==> src/i2c_pkg.sv <==
package i2c_pkg;

    // Number of registers in the slave register file
    localparam int NUM_REGS = 4;

    typedef logic [7:0] byte_t;
    typedef logic [6:0] dev_addr_t;
    typedef logic [$clog2(NUM_REGS)-1:0] reg_ptr_t;

    // Host command kinds, decoded from the start and stop inputs
    typedef enum logic [1:0] {
        CMD_START,
        CMD_DATA,
        CMD_READ_LAST,
        CMD_STOP
    } i2c_cmd_e;

    typedef enum logic [2:0] {
        M_IDLE,
        M_START,
        M_SHIFT,
        M_ACK,
        M_STOP,
        M_DONE
    } master_state_e;

    typedef enum logic [2:0] {
        S_IDLE,
        S_ADDR,
        S_ADDR_ACK,
        S_WR_BYTE,
        S_WR_ACK,
        S_RD_BYTE,
        S_RD_ACK
    } slave_state_e;

endpackage
==> src/i2c_slave_regs.sv <==
`timescale 1ns/1ps

module i2c_slave_regs (
    input  logic           clk,
    input  logic           reset,
    input  logic           reg_wr,
    input  i2c_pkg::byte_t wr_data,
    input  logic           reg_rd_next,
    input  logic           ptr_clear,
    output i2c_pkg::byte_t rd_data,
    output i2c_pkg::byte_t led
);

    i2c_pkg::byte_t    regs [i2c_pkg::NUM_REGS];
    i2c_pkg::reg_ptr_t ptr;
    i2c_pkg::reg_ptr_t ptr_next;

    // Pointer wraps at the last register
    assign ptr_next = (ptr == i2c_pkg::reg_ptr_t'(i2c_pkg::NUM_REGS - 1)) ? '0 : ptr + 1'b1;

    always_ff @(posedge clk) begin
        if (reset) begin
            ptr <= '0;
            for (int i = 0; i < i2c_pkg::NUM_REGS; i++) begin
                regs[i] <= '0;
            end
        end else if (ptr_clear) begin
            ptr <= '0;
        end else if (reg_wr) begin
            regs[ptr] <= wr_data;
            ptr       <= ptr_next;
        end else if (reg_rd_next) begin
            ptr <= ptr_next;
        end
    end

    assign rd_data = regs[ptr];
    assign led     = regs[0];

    a_wr_rd_exclusive: assert property (
        @(posedge clk) disable iff (reset)
        !(reg_wr && reg_rd_next)
    );

endmodule

==> config.mk <==
export PLATFORM = sky130hd
export DESIGN_NAME = i2c_slave_regs
export DESIGN_NICKNAME = d
export VERILOG_FILES = /design/src/i2c_pkg.sv /design/src/i2c_slave_regs.sv
export SDC_FILE = /design/constraint.sdc
export NUM_CORES = 1
export LEC_CHECK = 0
export ABC_AREA = 1
export BUFFER_PORTS_ARGS = -buffer_cell sky130_fd_sc_hd__clkbuf_2
export CAP_MARGIN = 40
export CORE_MARGIN = 2
export CORE_UTILIZATION = 55
export CTS_CLUSTER_DIAMETER = 60
export DETAILED_ROUTE_END_ITERATION = 6
export GPL_TIMING_DRIVEN = 0
export PLACE_DENSITY = 0.82
export REMOVE_ABC_BUFFERS = 1
export SLEW_MARGIN = 10
export SYNTH_ARGS = -nofsm -noshare
export SYNTH_HDL_FRONTEND = slang
export SYNTH_SLANG_ARGS = --single-unit
==> constraint.sdc <==
create_clock -name clk -period 3.5 [get_ports clk]
set_input_delay 0.7 -clock clk [delete_from_list [all_inputs] [get_ports clk]]
set_output_delay 0.7 -clock clk [all_outputs]
set_load 0.05 [all_outputs]
==> tab_implementation.tex <==
\begin{tabular}{lr}
\hline
Metric & Value \\
\hline
\multicolumn{2}{l}{\textbf{Floorplanning}} \\
\quad Placeable core area & 3030 sq um \\
\quad Die Wd & 60.1 microns \\
\quad Number of ports placed on the die boundary & 29 \\
\quad Die Area & 3620 sq um \\
\quad Y dimension of the die & 60.1 microns \\
\quad Effective utilization at floorplan & 57.2\% \\
\quad Standard-cell row count & 20 \\
\multicolumn{2}{l}{\textbf{Pwr}} \\
\quad Power density relative to cell area & 436 nW/um\^{}2 \\
\quad Static leakage & 0.000899 uW \\
\quad Post-route total power & 855 uW \\
\quad Maximum ir drop on the vdd rail & 0.251 mV \\
\multicolumn{2}{l}{\textbf{Yosys}} \\
\quad Most common cell in the netlist & nor2\_1 \\
\quad Mean Syn Cell Area & 9.27 sq um \\
\quad Count of state elements after synthesis & 36 \\
\quad Proportion of register bits with asynchronous set or reset after synthesis & 0\% \\
\quad Sequential fraction of the synthesis area & 60.1\% \\
\quad Ys flop type & edfxtp\_1 \\
\quad Area share of the largest cell type after synthesis & 55.5\% \\
\quad Yosys warning count & 0 \\
\quad Number of enable-type register cells in the synthesized netlist & 32 \\
\quad Cell types occupying the most area after synthesis & edfxtp\_1 55\%, nor2\_1 11\%, nand2\_1 8.4\% \\
\quad Post-synthesis cell type with the largest combined area & edfxtp\_1 \\
\quad Mapped Cells & 187 \\
\quad Cell area after technology mapping & 1730 sq um \\
\quad Count of cell types in the netlist & 16 \\
\quad Commonest cells post-synth & 51 x nor2\_1, 39 x nand2\_1, 32 x edfxtp\_1 \\
\multicolumn{2}{l}{\textbf{GRT}} \\
\quad Total overflow reported by the global router & 0 \\
\quad Total global-route track usage & 20.0\% \\
\quad Global-route wire length before repair & 4.93 mm \\
\quad Number of antenna violations at the first check in global routing & 0 \\
\quad Pin count of the biggest net entering global routing & 18 \\
\quad Number of global-route vias before repair & 1147 \\
\multicolumn{2}{l}{\textbf{CTS}} \\
\quad Clock-pin slew on the worst setup and hold paths & 100 ps \\
\quad Number of sinks handled by clock tree synthesis & 36 \\
\quad Post-CTS Repair Setup Buffers & 0 \\
\quad TritonCTS clock tree & built \\
\quad Deepest clock path buffer count & 2 \\
\quad Number of hold buffers added after CTS & 0 \\
\quad Clock buffers created by TritonCTS & 5 \\
\quad H-tree level count & 2 \\
\quad CTS root buf & clkbuf\_4 \\
\quad Clock Latency Late Sink & 330 ps \\
\quad Post-cts gate resize count & 0 \\
\multicolumn{2}{l}{\textbf{Finish}} \\
\quad Share of post-route cells with drive strength above 1 & 18.7\% \\
\quad NumNets Final & 232 \\
\quad Finished Core Util & 64.8\% \\
\quad Growth of design area from synthesis to finish & 13.1\% \\
\quad Number of filler cells placed in the layout & 266 \\
\quad N\_diodes & 0 \\
\multicolumn{2}{l}{\textbf{Setup path}} \\
\quad Max FO, Critical Path & 17 \\
\quad Classification of the worst setup path & register to primary output \\
\quad Arrival time of data at the critical path endpoint & 1740 ps \\
\quad Endpoint class of the critical path & primary output \\
\quad Startpoint Class & register \\
\quad Required time of the worst setup path & 2800 ps \\
\multicolumn{2}{l}{\textbf{Detailed routing}} \\
\quad Met1 Routed Length & 1.30 mm \\
\quad DRC & 0 \\
\quad Via density & 4.69 \\
\quad Drt first-iter violations & 33 \\
\quad Routed Antenna Nets & 0 \\
\quad Post-detailed-route wirelength per cell & 11.3 microns \\
\quad Routed length on met2 & 1.50 mm \\
\quad Number of detailed-route iterations in the first pass & 4 \\
\quad Via total after detailed routing & 1234 \\
\quad Final wirelength & 2.97 mm \\
\quad Top routing layer in use & met4 \\
\quad DR WL met3 & 116 microns \\
\multicolumn{2}{l}{\textbf{STA}} \\
\quad Transition time at the pin with the least slew margin & 504 ps \\
\quad Clock skew & 6.76 ps \\
\quad Hold violation count in the final report & 0 \\
\quad Worst path setup slack after routing & 1060 ps \\
\quad Worst Hold Margin & 682 ps \\
\quad Headroom to the max-slew limit & 66.4\% \\
\quad Post-route fraction of the period consumed by the critical path & 69.7\% \\
\quad Minimum period implied by the final worst setup slack & 2440 ps \\
\quad Setup\_tns & 0 ps \\
\quad Final Max Tran Viols & 0 \\
\quad RSZ-0062 raised after global routing & false \\
\quad Max frequency & 410 MHz \\
\quad Total of endpoints with negative setup slack in the final report & 0 \\
\multicolumn{2}{l}{\textbf{Run}} \\
\quad Max-cap violations & 0 \\
\multicolumn{2}{l}{\textbf{Placement}} \\
\quad Placement Setup Slack & 1410 ps \\
\quad RD Place Congestion & 0.714 \\
\quad Input/output buffers & 28 \\
\quad HPWL after DPL & 2.18 mm \\
\multicolumn{2}{l}{\textbf{Run status}} \\
\quad Status & finished clean \\
\multicolumn{2}{l}{\textbf{Worst hold path}} \\
\quad Path type of the worst min-delay path & input pin to register \\
\hline
\end{tabular}
==> sequential cells by signal (all words and copies together) (netlist names), named ones only <==
signal  flops
regs       32
ptr         2
==> through the flow <==
stage	cell area [sq um]	instances
after floorplan	1710	182
after global placement	1900	254
after detailed placement	1910	255
after CTS	1960	263
after global routing	1960	263
final	1960	263
==> placed cells by master, fill, tap and decap left out <==
master / instances
clkinv_1: 1
o21ai_0: 3
nand3_1: 9
nand4_4: 3
nor3_1: 1
clkbuf_2: 28
nand2_2: 1
or2_2: 2
buf_6: 1
ha_1: 1
nor2_1: 51
clkbuf_4: 5
clkbuf_1: 2
dfxtp_1: 4
or2_0: 6
nand2_1: 39
nor2_8: 1
edfxtp_1: 32
inv_1: 29
==> routing by layer <==
layer | up-vias | global-route usage, %
met1 | 555 | 22.2
met3 | 5 | 7.14
li1 | 650 | -
met4 | 0 | 6.67
met2 | 24 | 35.4
met5 | - | 0
==> cell families after synthesis <==
family / synth area share [%]
AOI/OAI and AO/OA: 0.866
buffers and inverters: 7.87
and+or+nand+nor: 30.5
DFF: 60.1
adders and majority gates: 0.722
==> worst max-delay path: stages (launching register included) <==
cell      delay, ps
dfxtp_1         650
buf_6           230
nor2_1           60
nor2_1           90
nand2_1          60
nand2_1          60
clkbuf_2        260
==> area by class of cell <==
type	instances	area (sq um)	share of cell area, %
inverters	29	109	5.55
repair buffers	29	151	7.72
well taps	44	55.1	2.81
flip-flops and latches	36	1040	53.1
clock inverters	1	3.75	0.191
clock buffers	7	45.0	2.30
multi-input cells	117	556	28.3
==> path summary, 6_finish.rpt <==
check	from	end	slack [ps]	cells past startpoint
worst max-delay path	register	rd_data[7]	1060	6
worst min register to register	ptr[1]	register	700	2
worst max register to register	ptr[0]	regs[0][0]	1980	3
worst min-delay path	reg_rd_next	register	680	3
==> power by group <==
group	internal, uW	switching [uW]
clock	77.2	125
sequential	490	10.7
combinational	36.8	116
total	604	252
Note: power is estimated with default switching activity, not from simulation.
