==> src/i2c_pkg.sv <==
package i2c_pkg;

    // Number of registers in the slave register file
    localparam int NUM_REGS = 4;

    typedef logic [7:0] byte_t;
    typedef logic [6:0] dev_addr_t;
    typedef logic [$clog2(NUM_REGS)-1:0] reg_ptr_t;

    // Host command kinds, decoded from the start and stop inputs
    typedef enum logic [1:0] {
        CMD_START,
        CMD_DATA,
        CMD_READ_LAST,
        CMD_STOP
    } i2c_cmd_e;

    typedef enum logic [2:0] {
        M_IDLE,
        M_START,
        M_SHIFT,
        M_ACK,
        M_STOP,
        M_DONE
    } master_state_e;

    typedef enum logic [2:0] {
        S_IDLE,
        S_ADDR,
        S_ADDR_ACK,
        S_WR_BYTE,
        S_WR_ACK,
        S_RD_BYTE,
        S_RD_ACK
    } slave_state_e;

endpackage
==> src/i2c_master.sv <==
`timescale 1ns/1ps

module i2c_master #(
    parameter int CLK_DIV = 4
) (
    input  logic           clk,
    input  logic           reset,
    input  logic           start,
    input  logic           stop,
    input  logic           i2c_en,
    input  i2c_pkg::byte_t tx_data,
    input  logic           sda_in,
    output logic           ready,
    output logic           tx_done,
    output logic           rx_done,
    output logic           nack,
    output i2c_pkg::byte_t rx_data,
    output logic           scl,
    output logic           sda_pull_low
);

    localparam int QW = $clog2(CLK_DIV + 1);
    localparam logic [QW-1:0] Q_LAST = QW'(CLK_DIV - 1);

    i2c_pkg::master_state_e state;
    i2c_pkg::i2c_cmd_e      cmd;
    i2c_pkg::i2c_cmd_e      cur_cmd;
    i2c_pkg::byte_t         shift;
    logic [QW-1:0]          qcnt;
    logic [1:0]             quarter;
    logic [2:0]             bit_cnt;
    logic                   tick;
    logic                   period_end;
    logic                   accept;
    logic                   samp;
    logic                   rw;
    logic                   is_read;
    logic                   ack_out;
    logic                   bus_open;
    logic                   scl_d;
    logic                   sda_d;

    always_comb begin
        case ({start, stop})
            2'b10:   cmd = i2c_pkg::CMD_START;
            2'b11:   cmd = i2c_pkg::CMD_READ_LAST;
            2'b01:   cmd = i2c_pkg::CMD_STOP;
            default: cmd = i2c_pkg::CMD_DATA;
        endcase
    end

    assign accept     = i2c_en && ready;
    assign tick       = (state != i2c_pkg::M_IDLE) && (qcnt == Q_LAST);
    assign period_end = tick && (quarter == 2'd3);

    // Bus levels per quarter. SCL is low in quarters 0 and 1 and high in 2 and 3,
    // SDA only moves from quarter 1 on so it never changes next to an SCL edge
    always_comb begin
        scl_d = ~bus_open;
        sda_d = sda_pull_low;
        case (state)
            i2c_pkg::M_IDLE: begin
                sda_d = 1'b0;
            end
            i2c_pkg::M_START: begin
                scl_d = 1'b1;
                sda_d = quarter[1];
            end
            i2c_pkg::M_SHIFT: begin
                scl_d = quarter[1];
                if (quarter != 2'd0) begin
                    sda_d = ~is_read & ~shift[7];
                end
            end
            i2c_pkg::M_ACK: begin
                scl_d = quarter[1];
                if (quarter != 2'd0) begin
                    sda_d = is_read & ~ack_out;
                end
            end
            i2c_pkg::M_STOP: begin
                scl_d = (quarter != 2'd0);
                sda_d = (quarter != 2'd3);
            end
            default: begin
            end
        endcase
    end

    always_ff @(posedge clk) begin
        if (reset) begin
            scl          <= 1'b1;
            sda_pull_low <= 1'b0;
        end else begin
            scl          <= scl_d;
            sda_pull_low <= sda_d;
        end
    end

    always_ff @(posedge clk) begin
        if (reset) begin
            state    <= i2c_pkg::M_IDLE;
            cur_cmd  <= i2c_pkg::CMD_STOP;
            ready    <= 1'b1;
            tx_done  <= 1'b0;
            rx_done  <= 1'b0;
            nack     <= 1'b0;
            bus_open <= 1'b0;
            qcnt     <= '0;
            quarter  <= 2'd0;
            bit_cnt  <= 3'd0;
            rw       <= 1'b0;
            is_read  <= 1'b0;
            ack_out  <= 1'b0;
        end else begin
            tx_done <= 1'b0;
            rx_done <= 1'b0;

            if (state == i2c_pkg::M_IDLE || state == i2c_pkg::M_DONE) begin
                qcnt    <= '0;
                quarter <= 2'd0;
            end else if (tick) begin
                qcnt    <= '0;
                quarter <= quarter + 2'd1;
            end else begin
                qcnt <= qcnt + 1'b1;
            end

            case (state)
                i2c_pkg::M_IDLE: begin
                    if (accept) begin
                        ready   <= 1'b0;
                        cur_cmd <= cmd;
                        bit_cnt <= 3'd7;
                        // A plain data command follows the R/W bit of the last address
                        is_read <= (cmd == i2c_pkg::CMD_READ_LAST) ||
                                   (cmd == i2c_pkg::CMD_DATA && rw);
                        ack_out <= (cmd == i2c_pkg::CMD_READ_LAST);
                        case (cmd)
                            i2c_pkg::CMD_START: begin
                                rw       <= tx_data[0];
                                bus_open <= 1'b1;
                                state    <= i2c_pkg::M_START;
                            end
                            i2c_pkg::CMD_STOP: begin
                                state <= i2c_pkg::M_STOP;
                            end
                            default: begin
                                state <= i2c_pkg::M_SHIFT;
                            end
                        endcase
                    end
                end
                i2c_pkg::M_START: begin
                    if (period_end) begin
                        state <= i2c_pkg::M_SHIFT;
                    end
                end
                i2c_pkg::M_SHIFT: begin
                    if (period_end) begin
                        if (bit_cnt == 3'd0) begin
                            state <= i2c_pkg::M_ACK;
                        end else begin
                            bit_cnt <= bit_cnt - 3'd1;
                        end
                    end
                end
                i2c_pkg::M_ACK: begin
                    if (period_end) begin
                        state <= i2c_pkg::M_DONE;
                    end
                end
                i2c_pkg::M_STOP: begin
                    if (period_end) begin
                        bus_open <= 1'b0;
                        state    <= i2c_pkg::M_DONE;
                    end
                end
                i2c_pkg::M_DONE: begin
                    ready <= 1'b1;
                    state <= i2c_pkg::M_IDLE;
                    if (cur_cmd != i2c_pkg::CMD_STOP) begin
                        if (is_read) begin
                            rx_done <= 1'b1;
                        end else begin
                            tx_done <= 1'b1;
                            nack    <= samp;
                        end
                    end
                end
                default: begin
                    state <= i2c_pkg::M_IDLE;
                end
            endcase
        end
    end

    // SDA is sampled in the middle of the high phase, the shift happens once SCL is low again
    always_ff @(posedge clk) begin
        if (state == i2c_pkg::M_IDLE && accept) begin
            if (cmd == i2c_pkg::CMD_START || (cmd == i2c_pkg::CMD_DATA && !rw)) begin
                shift <= tx_data;
            end else begin
                shift <= 8'hFF;
            end
        end else if (state == i2c_pkg::M_SHIFT && period_end) begin
            shift <= {shift[6:0], samp};
        end
        if (tick && quarter == 2'd2) begin
            samp <= sda_in;
        end
        if (state == i2c_pkg::M_DONE && is_read) begin
            rx_data <= shift;
        end
    end

    a_ready_only_idle: assert property (
        @(posedge clk) disable iff (reset)
        (state != i2c_pkg::M_IDLE) |-> !ready
    );

    // A new command starts from the SCL level the previous one left behind
    a_scl_steady_on_accept: assert property (
        @(posedge clk) disable iff (reset)
        accept |=> $stable(scl)
    );

endmodule

==> config.mk <==
export PLATFORM = sky130hd
export DESIGN_NAME = i2c_master
export DESIGN_NICKNAME = d
export VERILOG_FILES = /design/src/i2c_pkg.sv /design/src/i2c_master.sv
export SDC_FILE = /design/constraint.sdc
export NUM_CORES = 1
export LEC_CHECK = 0
export BUFFER_PORTS_ARGS = -buffer_cell sky130_fd_sc_hd__buf_2
export CAP_MARGIN = 30
export CORE_ASPECT_RATIO = 2
export CORE_MARGIN = 10
export CORE_UTILIZATION = 56
export CTS_CLUSTER_SIZE = 10
export DETAILED_ROUTE_END_ITERATION = 16
export MAX_ROUTING_LAYER = met4
export PLACE_DENSITY = 0.88
export SYNTH_ARGS = -nofsm -noshare
export SYNTH_HDL_FRONTEND = slang
export SYNTH_SLANG_ARGS = --single-unit
==> constraint.sdc <==
create_clock -name clk -period 1.8 [get_ports clk]
set_input_delay 0.27 -clock clk [delete_from_list [all_inputs] [get_ports clk]]
set_output_delay 0.27 -clock clk [all_outputs]
set_load 0.1 [all_outputs]
==> flow_summary.json, run 1 <==
{
  "wl_um": 4284,
  "dieArea_um2": 6213,
  "final_nets": 248,
  "cp-end-kind": "register",
  "grt_pass1_wl_um": 7058,
  "slowest_delay_ps": 340,
  "antenna_found_initial": 0,
  "start_util_pct": 58.86,
  "cp.required_ps": 1760,
  "syn_inst": 192,
  "h-tree-depth": 2,
  "place_area_um2": 2057,
  "fin_worst_skew_ps": 8.755,
  "yosysWarnings": 0,
  "drt_iter0_markers": 39,
  "path_buf_inv": 0,
  "synthDistinctLibCells": 41,
  "grt_max_degree": 19,
  "path_delay_family": "simple AND/OR/NAND/NOR gates",
  "fillCellCount": 254,
  "yosysSeqAreaShare_pct": 51.66,
  "routedWlPerCell_um": 16.87,
  "crit_chain": "ha_1 -> ha_1 -> and2_1 -> nand2_1 -> nand2_1",
  "synth_area_leaders": "edfxtp_1 (27%), dfxtp_1 (25%), ha_1 (8.0%), nand2_1 (5.6%), a21oi_1 (3.5%)",
  "ys.flop_type": "dfxtp_1",
  "syn-num-nets": 218,
  "final_area_um2": 2173,
  "drv_cap": 0,
  "total_power_uw": 2463,
  "leakagePower_uw": 0.0009053,
  "grt_pass1_vias": 1554,
  "outcome": "finished clean",
  "syn_to_final_growth_pct": 15.65,
  "crit_path_top_delay_cell": "dfxtp_1",
  "avgSynthCellArea_um2": 9.788,
  "drc_errors": 0,
  "syn-cell-area_um2": 1879,
  "hpwl_um": 3316,
  "crit_fanout": 8,
  "viasPerCell": 5.894,
  "fin_ws_ps": 111.5,
  "critPathLaunchType": "register",
  "core_area_um2": 3193,
  "num_rows": 29,
  "hold_path_class": "input pin to register",
  "async_flop_share_pct": 0,
  "hold_violations": 0,
  "rsz0062_at_grt": "yes",
  "synth-seq-cells": 40,
  "synth-edff-count": 17,
  "cts_setup_buffers": 0,
  "vias": 1497,
  "die_x_um": 60.96,
  "finalMaxSlewViolations": 0,
  "arrival_ps": 1650,
  "fmax_mhz": 592.2,
  "pin_count": 28,
  "clock_sinks": 40,
  "clk_latency_ps": 300,
  "die-height_um": 101.9,
  "period_minus_slack_ps": 1689,
  "cts_root_buf": "clkbuf_8",
  "grtUsageTotal_pct": 15.11,
  "n_antenna_cell": 0,
  "overflow": 0,
  "cts_hold_buffers": 0,
  "synth.top_cell.area_share_pct": 27.16,
  "post_cts_resized": 0,
  "ant_nets": 0,
  "yosys.area.top_type": "edfxtp_1",
  "cts_tree": "yes",
  "clk_pin_slew_ps": 70,
  "max-vdd-ir-drop_uv": 787.7,
  "whs_ps": 155.5,
  "cts_buffers": 5,
  "layout-drive-gt1-share_pct": 21.97,
  "setup_violations": 0,
  "place.gp.congestion": 0.9187,
  "dp_slack_ps": 60.83,
  "io_buffers": 27,
  "drt_pass1_iterations": 4,
  "clockBufferDepth": 2,
  "relSlewSlack_pct": 64.24,
  "critical_path_class": "register to register",
  "fin_crit_sh_pct": 93.81,
  "worst_slew_pin_slew_ps": 536.4,
  "power_density_nw_per_um2": 1133
}
cells in the final DEF, fill, tap and decap left out, types with 2 or more instances in the layout:
cell,Yosys,final
nand4_1,2,2
and3_1,2,2
a31oi_1,2,2
a2111oi_1,0,2
and2_1,2,2
a21oi_1,13,13
buf_4,0,7
edfxtp_1,17,17
o21ai_0,13,13
nor3_1,6,6
inv_1,10,10
ha_1,12,12
nor3b_1,3,3
a211oi_1,4,4
nor2b_1,3,3
buf_2,7,27
a211o_1,2,2
dfxtp_1,23,21
nand3_1,3,3
o21ai_1,3,3
clkbuf_8,0,5
nand2_1,28,28
dfxtp_2,0,2
nor2_1,12,12
nor4_1,2,2
synthesized netlist by cell type, types with 2 or more instances:
master / n
nand3_1: 3
dfxtp_1: 23
inv_1: 10
clkbuf_1: 3
buf_2: 7
nor2b_1: 3
edfxtp_1: 17
and3_1: 2
o21ai_1: 3
nor3b_1: 3
nor4_1: 2
nor2_1: 12
o21ai_0: 13
a21oi_1: 13
ha_1: 12
a2111oi_0: 2
a31oi_1: 2
and2_1: 2
a211o_1: 2
nand4_1: 2
nor3_1: 6
a211oi_1: 4
nand2_1: 28
metal layers:
layer | vias up | wire (µm) | global-route usage (%)
met2 | 50 | 2491 | 28.21
met1 | 695 | 1429 | 13.28
met4 | 0 | 129 | 6.961
met3 | 12 | 233 | 3.478
li1 | 740 | - | -
met5 | - | 0 | -
per-stage QoR:
stage               TNS, ps  instances  utilization [%]
detailed placement        0        246            64.42
CTS                       0        254            67.79
global placement          0        246            64.42
floorplan                 0        192                -
finish                    0        254            68.06
global route         -20.69        254            68.06
worst paths after layout:
path / start / endpoint / slack [ps] / cells past startpoint
setup / recovery: qcnt[0] / shift[4] / 110 / 5
setup reg to reg: qcnt[0] / shift[4] / 110 / 5
hold / removal: sda_in / samp / 160 / 1
hold reg to reg: qcnt[0] / qcnt[0] / 430 / 1
flip-flops by register name (all words and copies together) (netlist names), 2 cells and up:
register / count
quarter: 2
qcnt: 3
state: 3
rx_data: 8
shift: 8
cur_cmd: 2
bit_cnt: 3
final cells by class:
cell class / instances / area, µm² / share of cell area [%]
well taps: 31 / 38.79 / 1.785
clock buffers: 6 / 72.57 / 3.339
inverters: 10 / 37.54 / 1.727
clock inverters: 2 / 35.03 / 1.612
flip-flops and latches: 40 / 973.4 / 44.79
repair buffers: 34 / 187.7 / 8.636
multi-input cells: 131 / 828.3 / 38.11
cell families (layout without fill, tap and decap cells):
family	count (synthesis)	count (layout)	share of synthesized area, %
buffers and inverters	21	52	4.660
and+or+nand+nor	69	69	18.18
AOI/OAI and AO/OA	47	47	16.05
DFF	40	40	51.66
xor gates and xnor gates	2	2	0.9323
adders and majority gates	12	12	7.989
muxes	1	1	0.5326
report_power, final:
group          leakage [µW]  switching, µW  total, µW  internal, µW
registers          0.000344           95.9       1170          1080
clock network     0.0000552            305        716           411
logic              0.000506            368        575           208
worst reg2reg max path: stages, from the launching register on:
cell     delay, ps
dfxtp_1        340
ha_1           150
ha_1           230
and2_1         230
nand2_1        100
nand2_1        310
Power figures use the tool's default switching activity.
==> run 2, diff against run 1 <==
--- a/config.mk
+++ b/config.mk
@@ -14,6 +14,7 @@
 export DETAILED_ROUTE_END_ITERATION = 16
 export MAX_ROUTING_LAYER = met4
 export PLACE_DENSITY = 0.88
+export RECOVER_POWER = 25
 export SYNTH_ARGS = -nofsm -noshare
 export SYNTH_HDL_FRONTEND = slang
 export SYNTH_SLANG_ARGS = --single-unit
==> constraint.sdc (replaced) <==
create_clock -name clk -period 1.7 [get_ports clk]
set_input_delay 0.255 -clock clk [delete_from_list [all_inputs] [get_ports clk]]
set_output_delay 0.255 -clock clk [all_outputs]
set_load 0.1 [all_outputs]
==> run 2 against run 1 <==
Combinational power increased by 15%; critical path depth increased by 1; flip-flop and latch count did not move; power grew 13%; cell area grew 3.7%; register-to-register slack lost 50 ps; die area is the same; clock skew down 2.1 ps; wire length grew 3.1%; worst setup slack worse by 53 ps; maximum frequency up 2.9%; via count increased by 2.2%; critical endpoint is now state[1].
==> flow_summary.json, run 2 (synthesized netlist as in run 1, its figures left out) <==
{
  "period_minus_slack_ps": 1642,
  "cts_root_buf": "clkbuf_8",
  "hpwl_um": 3434,
  "use_met3_pct": 3.106,
  "hold_path_class": "input pin to register",
  "routedWlPerCell_um": 16.92,
  "dp_slack_ps": 56.00,
  "critPathLaunchType": "register",
  "arrival_ps": 1810,
  "critical_path_class": "register to register",
  "h-tree-depth": 2,
  "fin_worst_skew_ps": 6.643,
  "relSlewSlack_pct": 63.82,
  "fin_crit_sh_pct": 96.56,
  "max-vdd-ir-drop_uv": 994.0,
  "die_x_um": 60.96,
  "final_nets": 255,
  "io_buffers": 27,
  "num_rows": 29,
  "ant_nets": 0,
  "clockBufferDepth": 2,
  "final.setup.tns_ps": 0,
  "core_area_um2": 3193,
  "drc_errors": 0,
  "busiest_layer": "met2",
  "clk_pin_slew_ps": 70,
  "reg.largest.list": "rx_data: 8 flops, shift: 8 flops",
  "start_util_pct": 58.86,
  "pin_count": 28,
  "cp.required_ps": 1870,
  "worst_r2r_path_depth": 6,
  "grtUsageTotal_pct": 15.18,
  "finalMaxSlewViolations": 0,
  "cts_buffers": 5,
  "drt_pass1_iterations": 4,
  "fmax_mhz": 609.2,
  "vias": 1530,
  "reg2reg_to": "state[1]",
  "rsz0062_at_grt": "no",
  "final_common_cell": "nand2_1",
  "fin_ws_ps": 58.45,
  "setup_violations": 0,
  "grt_pass1_vias": 1582,
  "dieArea_um2": 6213,
  "grt_util_met2_pct": 27.82,
  "clk_latency_ps": 290,
  "die-height_um": 101.9,
  "fillCellCount": 245,
  "hold_violations": 0,
  "place.gp.congestion": 0.8914,
  "whs_ps": 141.2,
  "wl_um": 4415,
  "overflow": 0,
  "worst_slew_pin_slew_ps": 545.1,
  "n_antenna_cell": 0,
  "power_density_nw_per_um2": 1237,
  "grt_max_degree": 19,
  "hp-start": "sda_in",
  "clock_sinks": 40,
  "syn_to_final_growth_pct": 19.97,
  "grt_pass1_wl_um": 7038,
  "drv_cap": 0,
  "cp-end-kind": "register",
  "outcome": "finished clean",
  "grt_use_met1_pct": 12.68,
  "cts_tree": "yes",
  "cts_hold_buffers": 0,
  "r2r_slack_ps": 60,
  "final_cell_mix": "nand2_1 (28), dfxtp_1 (22), buf_2 (22), edfxtp_1 (17)",
  "whs_path_depth": 1,
  "antenna_found_initial": 0,
  "r2r_start": "qcnt[0]",
  "viasPerCell": 5.862,
  "hold_path_end": "samp",
  "crit_fanout": 6,
  "layout-drive-gt1-share_pct": 23.91,
  "leakagePower_uw": 0.0009498,
  "drt_iter0_markers": 42
}
## run 2: final cells by class
cell class | count | area [µm²] | area share [%]
Clock buffer | 6 | 72.57 | 3.219
Sequential cell | 40 | 972.2 | 43.12
Tap cell | 31 | 38.79 | 1.720
Clock inverter | 2 | 60.06 | 2.664
Inverter | 10 | 37.54 | 1.665
Multi-Input combinational cell | 131 | 824.5 | 36.57
Timing Repair Buffer | 41 | 249.0 | 11.04
## run 2: metrics by stage
| stage | area, µm² | utilization (%) | power [µW] | instances |
|---|---|---|---|---|
| 6_report | 2255 | 70.61 | 2790 | 261 |
| 5_1_grt | 2255 | 70.61 | 2899 | 261 |
| 2_1_floorplan | 1881 | - | 1679 | 192 |
| 4_1_cts | 2255 | 70.61 | 2793 | 261 |
| 3_5_place_dp | 2122 | 66.46 | 1901 | 253 |
| 3_3_place_gp | 2122 | 66.46 | 1879 | 253 |
## run 2: worst max path at each step
stage                   from        to  slack, ps  cells after the start
global route         qcnt[0]  shift[7]          7                      6
finish               qcnt[0]  state[1]         60                      6
global placement    state[1]  state[2]        150                      5
CTS                  qcnt[0]  state[1]         40                      6
floorplan              ready  shift[0]         60                      3
detailed placement   qcnt[0]  state[1]         60                      6
## run 2: worst max-delay path: stages (launching register included)
cell and delay [ps]:
dfxtp_1 320, ha_1 200, ha_1 220, and2_1 220
nand3_1 110, o21ai_1 70, a2111oi_1 390
## run 2: power breakdown
group          internal [µW]  leakage (µW)  switching [µW]  total (µW)
combinational            255      0.000540             403         659
sequential              1140      0.000344             100        1240
clock                    586     0.0000654             307         893
## run 2: per-layer routing
metal	part of all wire [%]	wire length, µm
met1	33	1460
met2	57	2510
met3	4.8	212
met4	5.2	231
met5	0	0
## run 2: what timing repair did
action	4_1_cts	5_1_grt
gates resized for setup	0	2
endpoints found under the setup margin	0	3
buffers inserted	0	0
