<file path="src/i2c_pkg.sv">
package i2c_pkg;

    // Number of registers in the slave register file
    localparam int NUM_REGS = 4;

    typedef logic [7:0] byte_t;
    typedef logic [6:0] dev_addr_t;
    typedef logic [$clog2(NUM_REGS)-1:0] reg_ptr_t;

    // Host command kinds, decoded from the start and stop inputs
    typedef enum logic [1:0] {
        CMD_START,
        CMD_DATA,
        CMD_READ_LAST,
        CMD_STOP
    } i2c_cmd_e;

    typedef enum logic [2:0] {
        M_IDLE,
        M_START,
        M_SHIFT,
        M_ACK,
        M_STOP,
        M_DONE
    } master_state_e;

    typedef enum logic [2:0] {
        S_IDLE,
        S_ADDR,
        S_ADDR_ACK,
        S_WR_BYTE,
        S_WR_ACK,
        S_RD_BYTE,
        S_RD_ACK
    } slave_state_e;

endpackage
</file>
<file path="src/i2c_slave.sv">
`timescale 1ns/1ps

module i2c_slave #(
    parameter i2c_pkg::dev_addr_t SLAVE_ADDR = 7'h55
) (
    input  logic           clk,
    input  logic           reset,
    input  logic           scl,
    input  logic           sda_in,
    input  i2c_pkg::byte_t rd_data,
    output logic           sda_pull_low,
    output logic           reg_wr,
    output i2c_pkg::byte_t wr_data,
    output logic           reg_rd_next,
    output logic           ptr_clear
);

    i2c_pkg::slave_state_e state;
    i2c_pkg::byte_t        shift;
    logic [1:0]            scl_sync;
    logic [1:0]            sda_sync;
    logic                  scl_q;
    logic                  sda_q;
    logic                  scl_s;
    logic                  sda_s;
    logic                  scl_rise;
    logic                  scl_fall;
    logic                  start_det;
    logic                  stop_det;
    logic                  load_rd;
    logic [3:0]            bit_cnt;
    logic                  rw;
    logic                  rd_acked;

    // Bus lines are brought into clk with two flops, plus one more for edge detection
    always_ff @(posedge clk) begin
        if (reset) begin
            scl_sync <= 2'b11;
            sda_sync <= 2'b11;
            scl_q    <= 1'b1;
            sda_q    <= 1'b1;
        end else begin
            scl_sync <= {scl_sync[0], scl};
            sda_sync <= {sda_sync[0], sda_in};
            scl_q    <= scl_s;
            sda_q    <= sda_s;
        end
    end

    assign scl_s     = scl_sync[1];
    assign sda_s     = sda_sync[1];
    assign scl_rise  = scl_s & ~scl_q;
    assign scl_fall  = ~scl_s & scl_q;
    assign start_det = scl_s & scl_q & sda_q & ~sda_s;
    assign stop_det  = scl_s & scl_q & ~sda_q & sda_s;

    // The next read byte is fetched when the preceding ACK bit ends
    assign load_rd = scl_fall &&
                     ((state == i2c_pkg::S_ADDR_ACK && rw) ||
                      (state == i2c_pkg::S_RD_ACK && rd_acked));

    always_ff @(posedge clk) begin
        if (reset) begin
            state        <= i2c_pkg::S_IDLE;
            bit_cnt      <= 4'd0;
            sda_pull_low <= 1'b0;
            reg_wr       <= 1'b0;
            reg_rd_next  <= 1'b0;
            ptr_clear    <= 1'b0;
            rw           <= 1'b0;
            rd_acked     <= 1'b0;
        end else begin
            reg_wr      <= 1'b0;
            reg_rd_next <= 1'b0;
            ptr_clear   <= 1'b0;
            if (start_det) begin
                state        <= i2c_pkg::S_ADDR;
                bit_cnt      <= 4'd0;
                sda_pull_low <= 1'b0;
                ptr_clear    <= 1'b1;
            end else if (stop_det) begin
                state        <= i2c_pkg::S_IDLE;
                sda_pull_low <= 1'b0;
            end else begin
                case (state)
                    i2c_pkg::S_ADDR, i2c_pkg::S_WR_BYTE: begin
                        if (scl_rise && bit_cnt != 4'd8) begin
                            bit_cnt <= bit_cnt + 4'd1;
                            if (state == i2c_pkg::S_WR_BYTE && bit_cnt == 4'd7) begin
                                reg_wr <= 1'b1;
                            end
                        end else if (scl_fall && bit_cnt == 4'd8) begin
                            if (state == i2c_pkg::S_WR_BYTE) begin
                                sda_pull_low <= 1'b1;
                                state        <= i2c_pkg::S_WR_ACK;
                            end else if (shift[7:1] == SLAVE_ADDR) begin
                                rw           <= shift[0];
                                sda_pull_low <= 1'b1;
                                state        <= i2c_pkg::S_ADDR_ACK;
                            end else begin
                                state <= i2c_pkg::S_IDLE;
                            end
                        end
                    end
                    i2c_pkg::S_ADDR_ACK, i2c_pkg::S_WR_ACK: begin
                        if (scl_fall) begin
                            bit_cnt <= 4'd0;
                            if (load_rd) begin
                                sda_pull_low <= ~rd_data[7];
                                state        <= i2c_pkg::S_RD_BYTE;
                            end else begin
                                sda_pull_low <= 1'b0;
                                state        <= i2c_pkg::S_WR_BYTE;
                            end
                        end
                    end
                    i2c_pkg::S_RD_BYTE: begin
                        if (scl_rise) begin
                            bit_cnt <= bit_cnt + 4'd1;
                        end else if (scl_fall) begin
                            if (bit_cnt == 4'd8) begin
                                sda_pull_low <= 1'b0;
                                state        <= i2c_pkg::S_RD_ACK;
                            end else begin
                                sda_pull_low <= ~shift[6];
                            end
                        end
                    end
                    i2c_pkg::S_RD_ACK: begin
                        if (scl_rise) begin
                            rd_acked    <= ~sda_s;
                            reg_rd_next <= ~sda_s;
                        end else if (scl_fall) begin
                            bit_cnt <= 4'd0;
                            if (load_rd) begin
                                sda_pull_low <= ~rd_data[7];
                                state        <= i2c_pkg::S_RD_BYTE;
                            end else begin
                                // A NACK ends the read, the master sends STOP next
                                state <= i2c_pkg::S_IDLE;
                            end
                        end
                    end
                    default: begin
                    end
                endcase
            end
        end
    end

    always_ff @(posedge clk) begin
        if (scl_rise && (state == i2c_pkg::S_ADDR || state == i2c_pkg::S_WR_BYTE)) begin
            shift <= {shift[6:0], sda_s};
        end else if (load_rd) begin
            shift <= rd_data;
        end else if (scl_fall && state == i2c_pkg::S_RD_BYTE) begin
            shift <= {shift[6:0], 1'b0};
        end
        if (scl_rise && state == i2c_pkg::S_WR_BYTE && bit_cnt == 4'd7) begin
            wr_data <= {shift[6:0], sda_s};
        end
    end

    a_idle_releases_sda: assert property (
        @(posedge clk) disable iff (reset)
        (state == i2c_pkg::S_IDLE) |-> !sda_pull_low
    );

endmodule

</file>
<file path="config.mk">
export PLATFORM = sky130hd
export DESIGN_NAME = i2c_slave
export DESIGN_NICKNAME = d
export VERILOG_FILES = /design/src/i2c_pkg.sv /design/src/i2c_slave.sv
export SDC_FILE = /design/constraint.sdc
export NUM_CORES = 1
export LEC_CHECK = 0
export BUFFER_PORTS_ARGS = -buffer_cell sky130_fd_sc_hd__buf_2
export CAP_MARGIN = 30
export CORE_MARGIN = 10
export CORE_UTILIZATION = 55
export DETAILED_ROUTE_END_ITERATION = 12
export PLACE_DENSITY = 0.77
export SKIP_LAST_GASP = 1
export SLEW_MARGIN = 15
export SYNTH_ARGS = -nofsm -noshare
export SYNTH_HDL_FRONTEND = slang
export SYNTH_SLANG_ARGS = --single-unit
</file>
<file path="constraint.sdc">
create_clock -name clk -period 2.3 [get_ports clk]
set_clock_uncertainty 0.2 [all_clocks]
set_input_delay 0.115 -clock clk [delete_from_list [all_inputs] [get_ports clk]]
set_output_delay 0.115 -clock clk [all_outputs]
set_load 0.01 [all_outputs]
</file>
==> impl_metrics.sql, run 1 <==
INSERT INTO impl_metrics (metric_group, metric, value, unit) VALUES
('drt', 'dr_total_vias', '1269', ''),
('min_path', 'hold_path_class', 'flop to flop', ''),
('sta', 'holdWs', '0.224', 'ns'),
('setup_path', 'critPathMaxStageDelay', '0.57', 'ns'),
('grt', 'grt_pass1_vias', '1247', ''),
('setup_path', 'crit_path_start_kind', 'flop', ''),
('grt', 'grt_first_pass_wirelength', '5760', 'um'),
('drt', 'drt_pre_antenna_iters', '4', ''),
('setup_path', 'regToRegStartpoint', 'state[2]$_SDFFE_PP0P_', ''),
('placement', 'placement.io_buffers', '23', ''),
('sta', 'min_period', '2.10', 'ns'),
('synth', 'postSynthRegisterBits', '35', ''),
('setup_path', 'cp.required', '2.11', 'ns'),
('synth', 'syn_area', '0.00160', 'mm2'),
('finish', 'fin_nets', '205', ''),
('sta', 'final_critical_path_setup_slack', '0.202', 'ns'),
('synth', 'ys_async_sr_fraction', '0', '%'),
('setup_path', 'critical_path.endpoint_type', 'flop', ''),
('setup_path', 'critPathKind', 'flop to flop', ''),
('floorplanning', 'dieWidth', '73.9', 'um'),
('clocking', 'clk_latency', '0.33', 'ns'),
('sta', 'timing.max_slew.rel_slack', '56.5', '%'),
('drt', 'top_layer', 'met4', ''),
('pwr', 'p_per_area', '529', 'mW/mm2'),
('finish', 'synthToLayoutAreaGrowth', '20.3', '%'),
('clocking', 'htree_num_levels', '2', ''),
('finish', 'multi_input_area', '669', 'um2'),
('floorplanning', 'dieHeight', '73.9', 'um'),
('grt', 'antenna_found_initial', '0', ''),
('clocking', 'path_clk_slew', '0.09', 'ns'),
('grt', 'grt_max_degree', '15', ''),
('clocking', 'cts_sinks', '35', ''),
('grt', 'track_usage', '13.5', '%'),
('drt', 'detail-route-antenna-nets', '0', ''),
('drt', 'post-route-drc-count', '0', ''),
('setup_path', 'timing.critical_path.from', 'state[2]$_SDFFE_PP0P_', ''),
('sta', 'tightestPinTransition', '0.651', 'ns'),
('finish', 'final_core_utilization', '69.8', '%'),
('synth', 'synth_nets', '164', ''),
('min_path', 'timing.hold.worst.start', 'sda_sync[0]$_SDFF_PP1_', ''),
('synth', 'syn-mean-instance-area', '10.7', 'um2'),
('floorplanning', 'initial_core_utilization', '58.0', '%'),
('floorplanning', 'die_area', '0.00546', 'mm2'),
('drt', 'wl_met1', '1390', 'um'),
('sta', 'setup_viol', '0', ''),
('clocking', 'tritoncts_clock_tree', 'built', ''),
('drt', 'average_via_count_per_standard_cell', '5.69', ''),
('sta', 'clock.fmax', '477', 'MHz'),
('setup_path', 'worst-endpoint-arrival', '1.91', 'ns'),
('finish', 'register_area', '861', 'um2'),
('clocking', 'cts_inserted_buffers', '5', ''),
('finish', 'drive_gt1_share', '27.1', '%'),
('sta', 'setup_total_negative_slack', '0', 'ns'),
('sta', 'rsz0062_at_grt', 'false', ''),
('synth', 'seq_area_frac_synth', '53.8', '%'),
('drt', 'drt-wirelength-per-cell', '15.3', 'um'),
('synth', 'synthesis.yosys.warnings', '0', ''),
('flow_run', 'max_cap_violations', '0', ''),
('finish', 'stdcell_area', '0.00192', 'mm2'),
('clocking', 'clockRootBuffer', 'sky130_fd_sc_hd__clkbuf_4', ''),
('finish', 'num-fill-cells', '212', ''),
('drt', 'detail_route.iter0.violations', '84', ''),
('synth', 'post_synthesis_cell_count', '150', ''),
('setup_path', 'critical-path-slowest-cell', 'sky130_fd_sc_hd__or3_1', ''),
('synth', 'synth_top_flop_cell', 'sky130_fd_sc_hd__dfxtp_1', ''),
('sta', 'final_max_slew_viol_count', '0', ''),
('sta', 'post-route-period-util', '91.2', '%'),
('status', 'run_status', 'finished, final reports clean', ''),
('finish', 'diode_count', '0', ''),
('floorplanning', 'ioPinCount', '24', ''),
('placement', 'hpwl', '2450', 'um');
per-layer routing:
| layer | global-route usage, % | vias to the layer above |
|---|---|---|
| li1 | - | 628 |
| met1 | 15.5 | 579 |
| met2 | 21.3 | 52 |
| met3 | 5.65 | 10 |
| met4 | 6.63 | 0 |
| met5 | 0 | - |
cell usage after synthesis, types with 2 or more instances:
master / count / area (um2)
sky130_fd_sc_hd__edfxtp_1: 16 / 480
sky130_fd_sc_hd__nand3b_1: 3 / 22.5
sky130_fd_sc_hd__inv_1: 10 / 37.5
sky130_fd_sc_hd__o211ai_1: 2 / 15.0
sky130_fd_sc_hd__and2b_1: 2 / 15.0
sky130_fd_sc_hd__or2_2: 5 / 31.3
sky130_fd_sc_hd__nor2_1: 14 / 52.6
sky130_fd_sc_hd__nand4_1: 3 / 18.8
sky130_fd_sc_hd__mux2i_1: 2 / 20.0
sky130_fd_sc_hd__dfxtp_1: 19 / 380
sky130_fd_sc_hd__ha_1: 2 / 25.0
sky130_fd_sc_hd__nand2b_1: 2 / 12.5
sky130_fd_sc_hd__mux2_2: 7 / 78.8
sky130_fd_sc_hd__a31o_2: 4 / 35.0
sky130_fd_sc_hd__nor2b_1: 2 / 12.5
sky130_fd_sc_hd__a21oi_1: 4 / 20.0
sky130_fd_sc_hd__nand3_1: 4 / 20.0
sky130_fd_sc_hd__clkbuf_1: 2 / 7.51
sky130_fd_sc_hd__and3_1: 2 / 12.5
sky130_fd_sc_hd__nor3_1: 2 / 10.0
sky130_fd_sc_hd__o21ai_0: 9 / 45.0
sky130_fd_sc_hd__nand2_1: 12 / 45.0
sky130_fd_sc_hd__o31ai_1: 3 / 22.5
per-stage QoR:
step | instances | total power, uW
floorplan | 150 | 692
global placement | 202 | 709
detailed placement | 202 | 711
CTS | 223 | 1030
global route | 223 | 1060
finish | 223 | 1020
timing repair:
action | CTS | global route
gates resized for setup | 0 | 0
hold endpoints to repair | 18 | 0
buffers inserted | 0 | 0
hold buffers | 13 | 0
power breakdown:
group / total [uW] / internal (uW) / switching, uW
clock: 304 / 119 / 185
sequential: 657 / 651 / 6.61
combinational: 57.6 / 32.8 / 24.8
sequential cells by signal, summed over array words and instances, names as in the netlist, 2 cells and up:
signal and cells:
wr_data 8, scl_sync 2, shift 8, sda_sync 2, bit_cnt 4, state 3
path summary, 6_finish.rpt:
check                                end  slack (ns)  cells after the start
setup reg to reg      shift[4]$_DFFE_PP_        0.20                      3
hold reg to reg   sda_sync[1]$_SDFF_PP1_        0.22                      1
setup / recovery      shift[4]$_DFFE_PP_        0.20                      3
hold / removal    sda_sync[1]$_SDFF_PP1_        0.22                      1
cell usage in the layout, fill, tap and decap left out, drive strengths merged, types with 4 or more instances in the layout:
| cell type | instances |
|---|---|
| nor2 | 14 |
| inv | 10 |
| dfxtp | 19 |
| a21oi | 4 |
| dlygate4sd3 | 13 |
| buf | 26 |
| a31o | 4 |
| edfxtp | 16 |
| mux2 | 7 |
| o21ai | 10 |
| nand3 | 4 |
| nand2 | 12 |
| or2 | 5 |
| clkbuf | 7 |
kinds of logic after synthesis:
logic type	synth area share, %
simple gates	19.6
flops	53.8
compound gates	14.0
buf+inv	4.30
mux	6.18
fa+ha+maj	1.56
xor+xnor	0.548
area by class of cell:
type	instances	share of cell area, %
multi-input cells	100	34.8
clock buffers	7	2.34
inverters	10	1.95
repair buffers	39	13.9
flip-flops and latches	35	44.7
clock inverters	1	0.260
well taps	31	2.02
Note: power is estimated with default switching activity, not from simulation.
==> inputs of run 2 (changes only) <==
Settings changed: GPL_TIMING_DRIVEN set to 0.
==> impl_metrics.sql, run 2 (synthesis results as in run 1) <==
INSERT INTO impl_metrics (metric_group, metric, value, unit) VALUES
('floorplanning', 'ioPinCount', '24', ''),
('setup_path', 'timing.critical_path.from', 'state[2]$_SDFFE_PP0P_', ''),
('clocking', 'clk_latency', '0.34', 'ns'),
('pwr', 'p_per_area', '529', 'mW/mm2'),
('finish', 'largestRegisters', 'shift x8, wr_data x8, bit_cnt x4', ''),
('sta', 'tightestPinTransition', '0.680', 'ns'),
('clocking', 'htree_num_levels', '2', ''),
('finish', 'layout.cells.most_common', 'sky130_fd_sc_hd__buf_2', ''),
('flow_run', 'max_cap_violations', '0', ''),
('placement', 'gp_routability_congestion', '0.916', ''),
('grt', 'antenna_found_initial', '0', ''),
('drt', 'post-route-drc-count', '0', ''),
('sta', 'clock.fmax', '470', 'MHz'),
('floorplanning', 'fp.coreArea', '0.00276', 'mm2'),
('grt', 'grt_first_pass_wirelength', '5780', 'um'),
('grt', 'grt_overflow', '0', ''),
('placement', 'hpwl', '2500', 'um'),
('clocking', 'clockRootBuffer', 'sky130_fd_sc_hd__clkbuf_4', ''),
('sta', 'rsz0062_at_grt', 'false', ''),
('finish', 'most-common-layout-cells', 'sky130_fd_sc_hd__buf_2 (24), sky130_fd_sc_hd__dfxtp_1 (19), sky130_fd_sc_hd__edfxtp_1 (16)', ''),
('setup_path', 'cp.required', '2.08', 'ns'),
('sta', 'timing_hold_violations_final', '0', ''),
('setup_path', 'regToRegStartpoint', 'state[2]$_SDFFE_PP0P_', ''),
('placement', 'placement.io_buffers', '23', ''),
('placement', 'dp_cells', '204', ''),
('grt', 'track_usage', '13.6', '%'),
('pwr', 'static-leakage-power', '0.000760', 'uW'),
('setup_path', 'r2r_end', 'wr_data[7]$_DFFE_PP_', ''),
('clocking', 'path_clk_slew', '0.10', 'ns'),
('drt', 'detail-route-antenna-nets', '0', ''),
('sta', 'setup_total_negative_slack', '0', 'ns'),
('min_path', 'hold_path_class', 'flop to flop', ''),
('setup_path', 'critical_path_peak_fanout', '10', ''),
('status', 'run_status', 'finished, final reports clean', ''),
('setup_path', 'crit_path_start_kind', 'flop', ''),
('floorplanning', 'dieHeight', '73.9', 'um'),
('clocking', 'clockBufferDepth', '2', ''),
('drt', 'drt_pre_antenna_iters', '4', ''),
('setup_path', 'critPathKind', 'flop to flop', ''),
('clocking', 'cts_inserted_buffers', '5', ''),
('drt', 'dr_total_vias', '1257', ''),
('finish', 'final_cell_count_no_fill', '225', ''),
('clocking', 'tritoncts_clock_tree', 'built', ''),
('finish', 'diode_count', '0', ''),
('grt', 'grt_pass1_vias', '1181', ''),
('sta', 'min_period', '2.13', 'ns'),
('clocking', 'post_cts_resize_count', '0', ''),
('finish', 'drive_gt1_share', '26.3', '%'),
('drt', 'detail_route.wirelength', '3570', 'um'),
('grt', 'grt_max_degree', '11', ''),
('floorplanning', 'row_count', '19', ''),
('sta', 'timing.max_slew.rel_slack', '54.5', '%'),
('setup_path', 'crit_path_end', 'wr_data[7]$_DFFE_PP_', ''),
('finish', 'synthToLayoutAreaGrowth', '20.8', '%'),
('clocking', 'cts_post_setup_buffers_inserted', '0', ''),
('drt', 'average_via_count_per_standard_cell', '5.59', ''),
('floorplanning', 'die_area', '0.00546', 'mm2'),
('pwr', 'vdd_ir_drop_max', '0.556', 'mV'),
('clocking', 'cts_sinks', '35', ''),
('sta', 'post-route-period-util', '92.6', '%'),
('drt', 'detail_route.iter0.violations', '144', ''),
('floorplanning', 'dieWidth', '73.9', 'um'),
('setup_path', 'r2r_setup_slack', '0.17', 'ns'),
('clocking', 'hold_buffers', '13', ''),
('sta', 'final_max_slew_viol_count', '0', ''),
('sta', 'setup_viol', '0', ''),
('finish', 'fin_nets', '207', ''),
('setup_path', 'critical_path.endpoint_type', 'flop', ''),
('setup_path', 'r2r_cells', '5', ''),
('setup_path', 'worst-endpoint-arrival', '1.91', 'ns'),
('drt', 'drt-wirelength-per-cell', '15.9', 'um'),
('floorplanning', 'initial_core_utilization', '58.0', '%');
-- run 2: area by class of cell --
| class | count | area [um2] |
|---|---|---|
| inverter | 10 | 37.5 |
| timing repair buffer | 36 | 245 |
| multi-input combinational | 100 | 669 |
| clock inverter | 2 | 7.51 |
| sequential | 35 | 861 |
| fill | 216 | 826 |
| tap | 31 | 38.8 |
| clock buffer | 6 | 41.3 |
| buffer | 5 | 31.3 |
-- run 2: where the power goes --
part / internal (uW) / leakage, uW / switching [uW]
registers: 651 / 0.000300 / 5.69
logic: 31.9 / 0.000433 / 25.2
clock network: 113 / 0.0000273 / 196
-- run 2: how the worst min path moves through the flow --
stage | depth (start not counted) | from | endpoint | slack [ns]
final | 1 | scl_sync[0]$_SDFF_PP1_ | scl_sync[1]$_SDFF_PP1_ | 0.22
after global routing | 1 | sda_sync[0]$_SDFF_PP1_ | sda_sync[1]$_SDFF_PP1_ | 0.23
after CTS | 1 | scl_sync[0]$_SDFF_PP1_ | scl_sync[1]$_SDFF_PP1_ | 0.22
after detailed placement | 2 | sda_in | sda_sync[0]$_SDFF_PP1_ | 0.10
after global placement | 2 | sda_in | sda_sync[0]$_SDFF_PP1_ | 0.10
after floorplan | 1 | reset | rw$_SDFFE_PP0P_ | -0.01
-- run 2: through the flow --
step                setup slack [ns]  total power (uW)  hold WS, ns  cell area (um2)  utilization [%]
CTS                            0.161              1030        0.219             1930             70.1
finish                         0.171              1020        0.218             1930             70.1
global placement               0.167               709        0.100             1750             63.6
global route                  0.0492              1060        0.230             1930             70.1
detailed placement             0.188               710        0.101             1750             63.6
floorplan                      0.512               692      -0.0126             1600                -
-- run 2: metal layers --
metal  wire length, um  vias up  GRT usage [%]  part of all wire [%]
li1                  -      627              -                     -
met1              1690      590           17.6                    47
met2              1640       36           19.7                    46
met3               197        4           4.98                   5.5
met4                53        0           6.21                   1.5
met5                 0        -              0                     0
-- run 2: worst max-delay path: stages (launching register included) --
cell and delay, ns:
sky130_fd_sc_hd__dfxtp_1 0.32, sky130_fd_sc_hd__buf_6 0.13, sky130_fd_sc_hd__clkbuf_1 0.22, sky130_fd_sc_hd__nor2b_1 0.23, sky130_fd_sc_hd__nand2_1 0.11, sky130_fd_sc_hd__nor2_1 0.56
